--- config.mk ---
export PLATFORM = sky130hd
export DESIGN_NAME = dly_top
export DESIGN_NICKNAME = d
export VERILOG_FILES = /design/src/dly_pkg.sv /design/src/dly_code_loader.sv /design/src/dly_interp_lane.sv /design/src/dly_lane_collector.sv /design/src/dly_top.sv
export SDC_FILE = /design/constraint.sdc
export NUM_CORES = 1
export LEC_CHECK = 0
export BUFFER_PORTS_ARGS = -buffer_cell sky130_fd_sc_hd__buf_2
export CAP_MARGIN = 20
export CORE_ASPECT_RATIO = 1.1
export CORE_MARGIN = 4
export CORE_UTILIZATION = 53
export DETAILED_ROUTE_END_ITERATION = 7
export PLACE_DENSITY = 0.81
export SYNTH_ARGS = -nofsm -noshare
export SYNTH_HDL_FRONTEND = slang
export SYNTH_SLANG_ARGS = --single-unit
--- constraint.sdc ---
create_clock -name clk -period 10.9 [get_ports clk]
set_input_delay 0.545 -clock clk [delete_from_list [all_inputs] [get_ports clk]]
set_output_delay 0.545 -clock clk [all_outputs]
set_load 0.02 [all_outputs]
--- src/dly_pkg.sv ---
////////////////////////////////////////////////////////////
// shared definitions for the per-lane IO delay line model
// widths, stream and config structs, loader FSM states
// every design file pulls this in with a wildcard import
////////////////////////////////////////////////////////////

`default_nettype none

package dly_pkg;

  ////////////////////////////////////////////////////////////
  // sizes
  ////////////////////////////////////////////////////////////

  localparam int NUM_LANES  = 4;  // delay lanes in the bundle
  localparam int PHASES     = 8;  // samples per beat
  localparam int MAX_COARSE = 7;  // deepest coarse delay, in beats

  ////////////////////////////////////////////////////////////
  // vector types
  ////////////////////////////////////////////////////////////

  typedef logic [PHASES-1:0] phase_word_t;  // bit 0 is the earliest sample
  typedef logic [2:0]        gray_code_t;   // interpolator code, gray order
  typedef logic [6:0]        therm_t;       // interpolator weight
  typedef logic [2:0]        coarse_t;      // whole beats
  typedef logic [2:0]        fine_t;        // samples, plain binary
  typedef logic [1:0]        lane_id_t;

  // one configuration request, 8 bits
  typedef struct packed {
    lane_id_t lane;
    coarse_t  coarse;
    fine_t    fine;
  } dly_setting_t;

  // one phase word per lane, lane 0 in the low byte
  typedef struct packed {
    phase_word_t [NUM_LANES-1:0] word;
  } lane_bundle_t;

  // code loader FSM
  typedef enum logic [1:0] {
    IDLE,
    STEP,
    COMMIT
  } loader_state_t;

endpackage

`default_nettype wire

--- src/dly_code_loader.sv ---
////////////////////////////////////////////////////////////
// delay code loader
// takes one setting per valid/ready transfer, walks the
// lane's gray code one bit per cycle, then commits coarse
////////////////////////////////////////////////////////////

`timescale 1ns/1ns
`default_nettype none

module dly_code_loader import dly_pkg::*; (
  input  logic         clk,
  input  logic         rst,
  input  logic         cfg_valid,
  input  dly_setting_t cfg,
  output logic         cfg_ready,
  output coarse_t      coarse [NUM_LANES],
  output gray_code_t   gray [NUM_LANES]
);

  loader_state_t state;
  dly_setting_t  req;        // latched request
  gray_code_t    tgt_gray;   // target fine code in gray
  gray_code_t    cur_gray;   // addressed lane's current code
  gray_code_t    next_gray;  // one step toward the target
  fine_t         cur_bin;

  function automatic gray_code_t bin2gray(input fine_t b);
    return b ^ (b >> 1);
  endfunction

  function automatic fine_t gray2bin(input gray_code_t g);
    fine_t b;
    b[2] = g[2];
    for (int i = 1; i >= 0; i--) begin
      b[i] = b[i+1] ^ g[i];
    end
    return b;
  endfunction

  assign cfg_ready = (state == IDLE);

  // binary neighbours map to gray codes one bit apart
  assign cur_gray  = gray[req.lane];
  assign cur_bin   = gray2bin(cur_gray);
  assign next_gray = bin2gray((cur_bin < req.fine) ? cur_bin + 3'd1 : cur_bin - 3'd1);

  always_ff @(posedge clk) begin
    if (cfg_valid && cfg_ready) begin
      req      <= cfg;
      tgt_gray <= bin2gray(cfg.fine);
    end
  end

  always_ff @(posedge clk) begin
    if (rst) begin
      state <= IDLE;
      for (int i = 0; i < NUM_LANES; i++) begin
        coarse[i] <= '0;
        gray[i]   <= '0;
      end
    end else begin
      case (state)
        IDLE: begin
          if (cfg_valid) state <= STEP;  // accepted, ready drops next cycle
        end
        STEP: begin
          if (cur_gray != tgt_gray) gray[req.lane] <= next_gray;
          if (cur_gray == tgt_gray || next_gray == tgt_gray) state <= COMMIT;
        end
        COMMIT: begin
          coarse[req.lane] <= req.coarse;  // coarse moves once fine has settled
          state            <= IDLE;
        end
        default: state <= IDLE;
      endcase
    end
  end

  ////////////////////////////////////////////////////////////
  // checks
  ////////////////////////////////////////////////////////////

  // interpolator codes may only ever move one bit per cycle
  for (genvar i = 0; i < NUM_LANES; i++) begin : g_step_chk
    a_one_bit_step: assert property (@(posedge clk) disable iff (rst)
      $onehot0(gray[i] ^ $past(gray[i])));
  end

endmodule

`default_nettype wire

--- src/dly_interp_lane.sv ---
////////////////////////////////////////////////////////////
// one delay lane
// coarse delay picks a beat from the history, the gray code
// gives a thermometer whose weight is the fine sample shift
////////////////////////////////////////////////////////////

`timescale 1ns/1ns
`default_nettype none

module dly_interp_lane import dly_pkg::*; (
  input  logic        clk,
  input  logic        rst,
  input  logic        beat_en,
  input  phase_word_t din,
  input  coarse_t     coarse,
  input  gray_code_t  gray,
  output phase_word_t dout
);

  phase_word_t             hist [MAX_COARSE+1];  // hist[0] is the previous beat
  therm_t                  therm;
  fine_t                   fine_shift;
  phase_word_t             newer;    // beat at the coarse depth
  phase_word_t             older;    // the beat before it
  logic [2*PHASES-1:0]     pair;
  phase_word_t             shifted;

  ////////////////////////////////////////////////////////////
  // fine code decode
  ////////////////////////////////////////////////////////////

  always_comb begin
    case (gray)
      3'b000:  therm = 7'b000_0000;
      3'b001:  therm = 7'b000_0001;
      3'b011:  therm = 7'b000_0011;
      3'b010:  therm = 7'b000_0111;
      3'b110:  therm = 7'b000_1111;
      3'b111:  therm = 7'b001_1111;
      3'b101:  therm = 7'b011_1111;
      3'b100:  therm = 7'b111_1111;
      default: therm = 7'b000_0000;
    endcase
  end

  assign fine_shift = fine_t'($countones(therm));  // thermometer weight

  ////////////////////////////////////////////////////////////
  // sample selection
  ////////////////////////////////////////////////////////////

  assign newer = (coarse == '0) ? din : hist[coarse - 3'd1];
  assign older = hist[coarse];

  // older samples sit below newer ones, the window slides back by fine
  assign pair    = {newer, older};
  assign shifted = phase_word_t'(pair >> (PHASES - fine_shift));

  always_ff @(posedge clk) begin
    if (rst) begin
      dout <= '0;
      for (int i = 0; i <= MAX_COARSE; i++) begin
        hist[i] <= '0;
      end
    end else if (beat_en) begin
      dout    <= shifted;
      hist[0] <= din;
      for (int i = 1; i <= MAX_COARSE; i++) begin
        hist[i] <= hist[i-1];
      end
    end
  end

  // the weight only means a delay if the ones start at bit 0
  // and it may only move one sample per cycle as the code steps
  a_therm_contig: assert property (@(posedge clk) disable iff (rst)
    (therm & (therm + 1'b1)) == '0 && $onehot0(therm ^ $past(therm)));

endmodule

`default_nettype wire

--- src/dly_lane_collector.sv ---
////////////////////////////////////////////////////////////
// lane collector
// packs the lane words into one bundle and drives the
// output stream through a two-entry skid buffer
////////////////////////////////////////////////////////////

`timescale 1ns/1ns
`default_nettype none

module dly_lane_collector import dly_pkg::*; (
  input  logic         clk,
  input  logic         rst,
  input  logic         lane_valid,
  input  phase_word_t  lane_words [NUM_LANES],
  output logic         not_full,
  output logic         out_valid,
  output lane_bundle_t out_data,
  input  logic         out_ready
);

  lane_bundle_t bundle;
  lane_bundle_t skid_data;
  logic         skid_valid;
  logic         drain;
  logic [1:0]   occ_next;  // entries held after this edge

  always_comb begin
    for (int i = 0; i < NUM_LANES; i++) begin
      bundle.word[i] = lane_words[i];
    end
  end

  assign drain    = out_valid && out_ready;
  assign occ_next = 2'(out_valid) + 2'(skid_valid) + 2'(lane_valid) - 2'(drain);

  // one more beat is always in flight in the lane registers
  assign not_full = (occ_next <= 2'd1);

  always_ff @(posedge clk) begin
    if (rst) begin
      out_valid  <= 1'b0;
      skid_valid <= 1'b0;
    end else if (!out_valid || out_ready) begin
      if (skid_valid) begin
        out_valid  <= 1'b1;        // skid moves up
        skid_valid <= lane_valid;
      end else begin
        out_valid  <= lane_valid;
      end
    end else if (lane_valid) begin
      skid_valid <= 1'b1;          // head stalled, park the beat
    end
  end

  always_ff @(posedge clk) begin
    if (!out_valid || out_ready) begin
      if (skid_valid) begin
        out_data <= skid_data;
        if (lane_valid) skid_data <= bundle;
      end else if (lane_valid) begin
        out_data <= bundle;
      end
    end else if (lane_valid && !skid_valid) begin
      skid_data <= bundle;
    end
  end

  ////////////////////////////////////////////////////////////
  // checks
  ////////////////////////////////////////////////////////////

  a_hold_data: assert property (@(posedge clk) disable iff (rst)
    out_valid && !out_ready |=> out_valid && $stable(out_data));

  // in_ready upstream must never let a beat arrive with both entries stuck
  a_no_overflow: assert property (@(posedge clk) disable iff (rst)
    !(lane_valid && skid_valid && out_valid && !out_ready));

endmodule

`default_nettype wire

--- src/dly_top.sv ---
////////////////////////////////////////////////////////////
// delay line top level
// config port feeds the code loader, the input stream runs
// through the lanes and leaves via the collector
////////////////////////////////////////////////////////////

`timescale 1ns/1ns
`default_nettype none

module dly_top import dly_pkg::*; (
  input  logic         clk,
  input  logic         rst,
  input  logic         cfg_valid,
  input  dly_setting_t cfg,
  output logic         cfg_ready,
  input  logic         in_valid,
  input  lane_bundle_t in_data,
  output logic         in_ready,
  output logic         out_valid,
  output lane_bundle_t out_data,
  input  logic         out_ready
);

  coarse_t     lane_coarse [NUM_LANES];
  gray_code_t  lane_gray [NUM_LANES];
  phase_word_t lane_dout [NUM_LANES];
  logic        beat_en;
  logic        lane_valid;  // lane registers hold a new beat
  logic        not_full;

  assign in_ready = not_full;
  assign beat_en  = in_valid && in_ready;

  always_ff @(posedge clk) begin
    if (rst) lane_valid <= 1'b0;
    else     lane_valid <= beat_en;  // follows the lane register by one
  end

  dly_code_loader u_loader (
    .clk       (clk),
    .rst       (rst),
    .cfg_valid (cfg_valid),
    .cfg       (cfg),
    .cfg_ready (cfg_ready),
    .coarse    (lane_coarse),
    .gray      (lane_gray)
  );

  for (genvar i = 0; i < NUM_LANES; i++) begin : g_lane
    dly_interp_lane u_lane (
      .clk     (clk),
      .rst     (rst),
      .beat_en (beat_en),
      .din     (in_data.word[i]),
      .coarse  (lane_coarse[i]),
      .gray    (lane_gray[i]),
      .dout    (lane_dout[i])
    );
  end

  dly_lane_collector u_collector (
    .clk        (clk),
    .rst        (rst),
    .lane_valid (lane_valid),
    .lane_words (lane_dout),
    .not_full   (not_full),
    .out_valid  (out_valid),
    .out_data   (out_data),
    .out_ready  (out_ready)
  );

endmodule

`default_nettype wire

==> results by group <==
Clock tree
  – CTS Buffer Depth: 3
  – Clock-pin transition on the worst setup and hold timing paths: 0.06 ns
  – Clk sinks: 431
  – CTS tree: done
  – Post-CTS resize count: 0
  – Post-CTS setup buffer count: 0
  – Hold buffer count at CTS: 0
  – H-tree Lvls: 2
  – Clk_lat worst skew: 0.58 ns
  – Root Buffer: clkbuf_16
  – Num CTS Buffers: 44

Placed design
  – Placer Congestion: 0.935
  – Place WS: 6.48 ns
  – Dpl hpwl: 34.0 mm
  – Buffers on Ports: 79
  – Area after DPL: 23,800 sq um

Timing
  – Total negative slack: 0 ns
  – Hold Vio Cnt, Final: 0
  – Final setup viols: 0
  – Max Fclk: 0.223 GHz
  – Worst-Margin Slew: 1.10 ns
  – Fin crit share: 41.2%
  – Min Tclk post-route: 4.49 ns
  – Clock Skews: 0.0297 ns
  – Max-slew violation count: 0
  – Final WS setup: 6.41 ns
  – Max-slew headroom: 26.4%
  – RSZ-0062 raised after global routing: no
  – Hold Slack: 0.162 ns

Worst setup path
  – Slowest cell on the critical path: inv_4
  – Worst path cell trace: buf_4 -> inv_1 -> ha_1 -> inv_1 -> ha_1 -> a21oi_1 -> xor2_1 -> nand3_1 -> inv_4 -> buf_4 -> buf_16 -> nand3_1 -> nor2_1 -> a22o_1 -> a31o_2
  – Crit Path Max Fanout: 111
  – Critical path required time: 11.42 ns
  – Worst Setup Path Type: reg -> reg
  – Worst Path Arrival: 5.00 ns
  – Worst r2r src: u_collector.skid_valid
  – Crit-path max cell delay: 0.48 ns
  – CP startpoint: u_collector.skid_valid
  – Critical Path End Type: flop
  – Register-to-register setup slack: 6.41 ns
  – Delay-heaviest family, CP: buffers and inverters
  – Critical path launch point type: flop
  – R2R cell count: 15
  – Reg2Reg Capture Point: g_lane[1].u_lane.dout[6]
  – Crit path buf inv count: 6

Detailed routing
  – Routed WL per cell: 21.4 um
  – Vias: 14,737
  – DR DRC count: 10
  – Final ANT Viol Nets: 0
  – Final WL: 50.8 mm
  – Initial DRC Count: 1,644
  – Drt via density: 6.20
  – Drt pass-1 iters: 8

Die
  – Die Width: 207 um
  – Rows: 79
  – Die Y: 227 um
  – Full die area: 46,800 sq um
  – Core Box Area: 42,600 sq um
  – Initial Util: 54.0%
  – # IOs: 80

Logic synthesis
  – Post-Syn Nets: 1,836
  – Cell Area, Synth: 23,000 sq um
  – Main synth FF type: edfxtp_1
  – Synth area leaders: edfxtp_1, mux4_2, dfxtp_1
  – Async SR Flop Fraction: 0%
  – Yosys top cell area share: 43.0%
  – Cell count after synthesis: 1,748
  – Synth Warn #: 0
  – Sequential element share of the synthesized area: 51.8%
  – Yosys cell types: 72
  – Avg Inst Size Synth: 13.2 sq um
  – Area leader, netlist: edfxtp_1
  – Number of synthesized flops with an enable pin: 330
  – Seq cells post-synth: 431

Hold path
  – WHS Endpoint: u_loader.req[6]
  – Hold path depth: 1
  – Hold WC Path Type: in -> reg
  – Hold wc startpoint: cfg[6]

Global routing
  – Largest net degree at the start of global routing: 112
  – Vias in the first global route: 14,688
  – Initial antenna violation count: 4
  – Global route total overflow: 0
  – First-pass GRT wire length: 81.0 mm
  – Gr usage total: 21.7%

Power and ir drop
  – Power Density: 191 nW/um^2
  – Pleak: 9.40 nW
  – Worst vdd ir: 133 uV
  – Overall power: 4.81 mW

Run status
  – Failing checks: design-rule violations
  – Status: finished, violations left

Flow run
  – MaxCap Viol Count: 0

Layout
  – Commonest non-fill, non-tap cells in the layout: edfxtp_1, and2_1, mux4_2, dfxtp_1, o21ai_0
  – Post-route cell area: 25,200 sq um
  – Area Growth Syn to Fin: 9.44%
  – Commonest non-fill, non-tap cell in the layout: edfxtp_1
  – Layout net count: 1,862
  – Layout cells sized above 1: 22.3%
-- registers in the layout, summed over array words and instances (netlist names), named ones only --
| register | flops |
|---|---|
| g_lane.u_lane.hist | 256 |
| u_collector.skid_data | 32 |
| u_collector.out_valid | 1 |
| lane_valid | 1 |
| u_loader.state | 2 |
| u_collector.out_data | 32 |
| u_loader.coarse | 12 |
| u_loader.req | 7 |
| u_collector.skid_valid | 1 |
| u_loader.gray | 12 |
| g_lane.u_lane.therm | 28 |
| g_lane.u_lane.dout | 32 |
| u_loader.tgt_gray | 3 |
-- report_power, final --
group	internal, mW	switching [mW]	total [mW]
clock	0.858	0.631	1.49
combinational	0.518	0.684	1.20
sequential	1.98	0.130	2.12
-- how the worst max path moves through the flow --
stage | cells after the start | slack [ns] | endpoint
6_report | 15 | 6.41 | g_lane[1].u_lane.dout[6]
3_5_place_dp | 15 | 6.48 | g_lane[1].u_lane.dout[6]
2_1_floorplan | 9 | 3.02 | g_lane[0].u_lane.hist[0][0]
5_1_grt | 15 | 5.99 | g_lane[1].u_lane.dout[6]
3_3_place_gp | 14 | 6.27 | g_lane[0].u_lane.dout[6]
4_1_cts | 15 | 6.40 | g_lane[1].u_lane.dout[6]
-- cell families after synthesis --
| logic type | count (synthesis) | share of synthesized area [%] |
|---|---|---|
| simple gates | 556 | 13.3 |
| flops | 431 | 51.8 |
| mux | 295 | 21.2 |
| compound gates | 245 | 7.10 |
| buf+inv | 156 | 2.92 |
| fa+ha+maj | 43 | 2.73 |
| xor+xnor | 22 | 0.951 |
-- worst register-to-register path, cell delays in order, from the launching register on --
cell	delay, ns
dfxtp_1	0.31
buf_4	0.39
inv_1	0.14
ha_1	0.30
inv_1	0.04
ha_1	0.28
a21oi_1	0.16
xor2_1	0.37
nand3_1	0.39
inv_4	0.48
buf_4	0.47
buf_16	0.33
nand3_1	0.28
nor2_1	0.22
a22o_1	0.16
a31o_2	0.10
-- synth_stat cells, drive strengths merged, types with 44 or more instances --
| master | number |
|---|---|
| and2 | 204 |
| mux2 | 72 |
| clkbuf | 71 |
| nor2 | 83 |
| o21ai | 96 |
| mux4 | 145 |
| nor2b | 82 |
| nand2 | 69 |
| buf | 44 |
| edfxtp | 330 |
| mux2i | 78 |
| dfxtp | 101 |
-- area by class of cell --
class                   count  area (sq um)
clock inverters            16           136
repair buffers             95           538
well taps                 567           709
clock buffers              66          1280
multi-input cells        1161         10400
flip-flops and latches    431         11900
inverters                  41           165
diodes                      1          2.50
fillers                  3262         17400
-- metal layers --
layer / up-vias / global-route usage (%) / part of all wire [%]
met2: 610 / 36.1 / 49
met4: 6 / 5.84 / 2.9
met5: - / 0 / 0.083
met3: 133 / 4.05 / 6.7
li1: 6665 / - / -
met1: 7323 / 29.9 / 41
-- per-stage QoR --
step | util (%) | instances
CTS | 59.1 | 2376
finish | 59.1 | 2378
detailed placement | 55.8 | 2294
floorplan | - | 1748
global route | 59.1 | 2378
global placement | 55.7 | 2293
(Power assumes the default switching activity.)
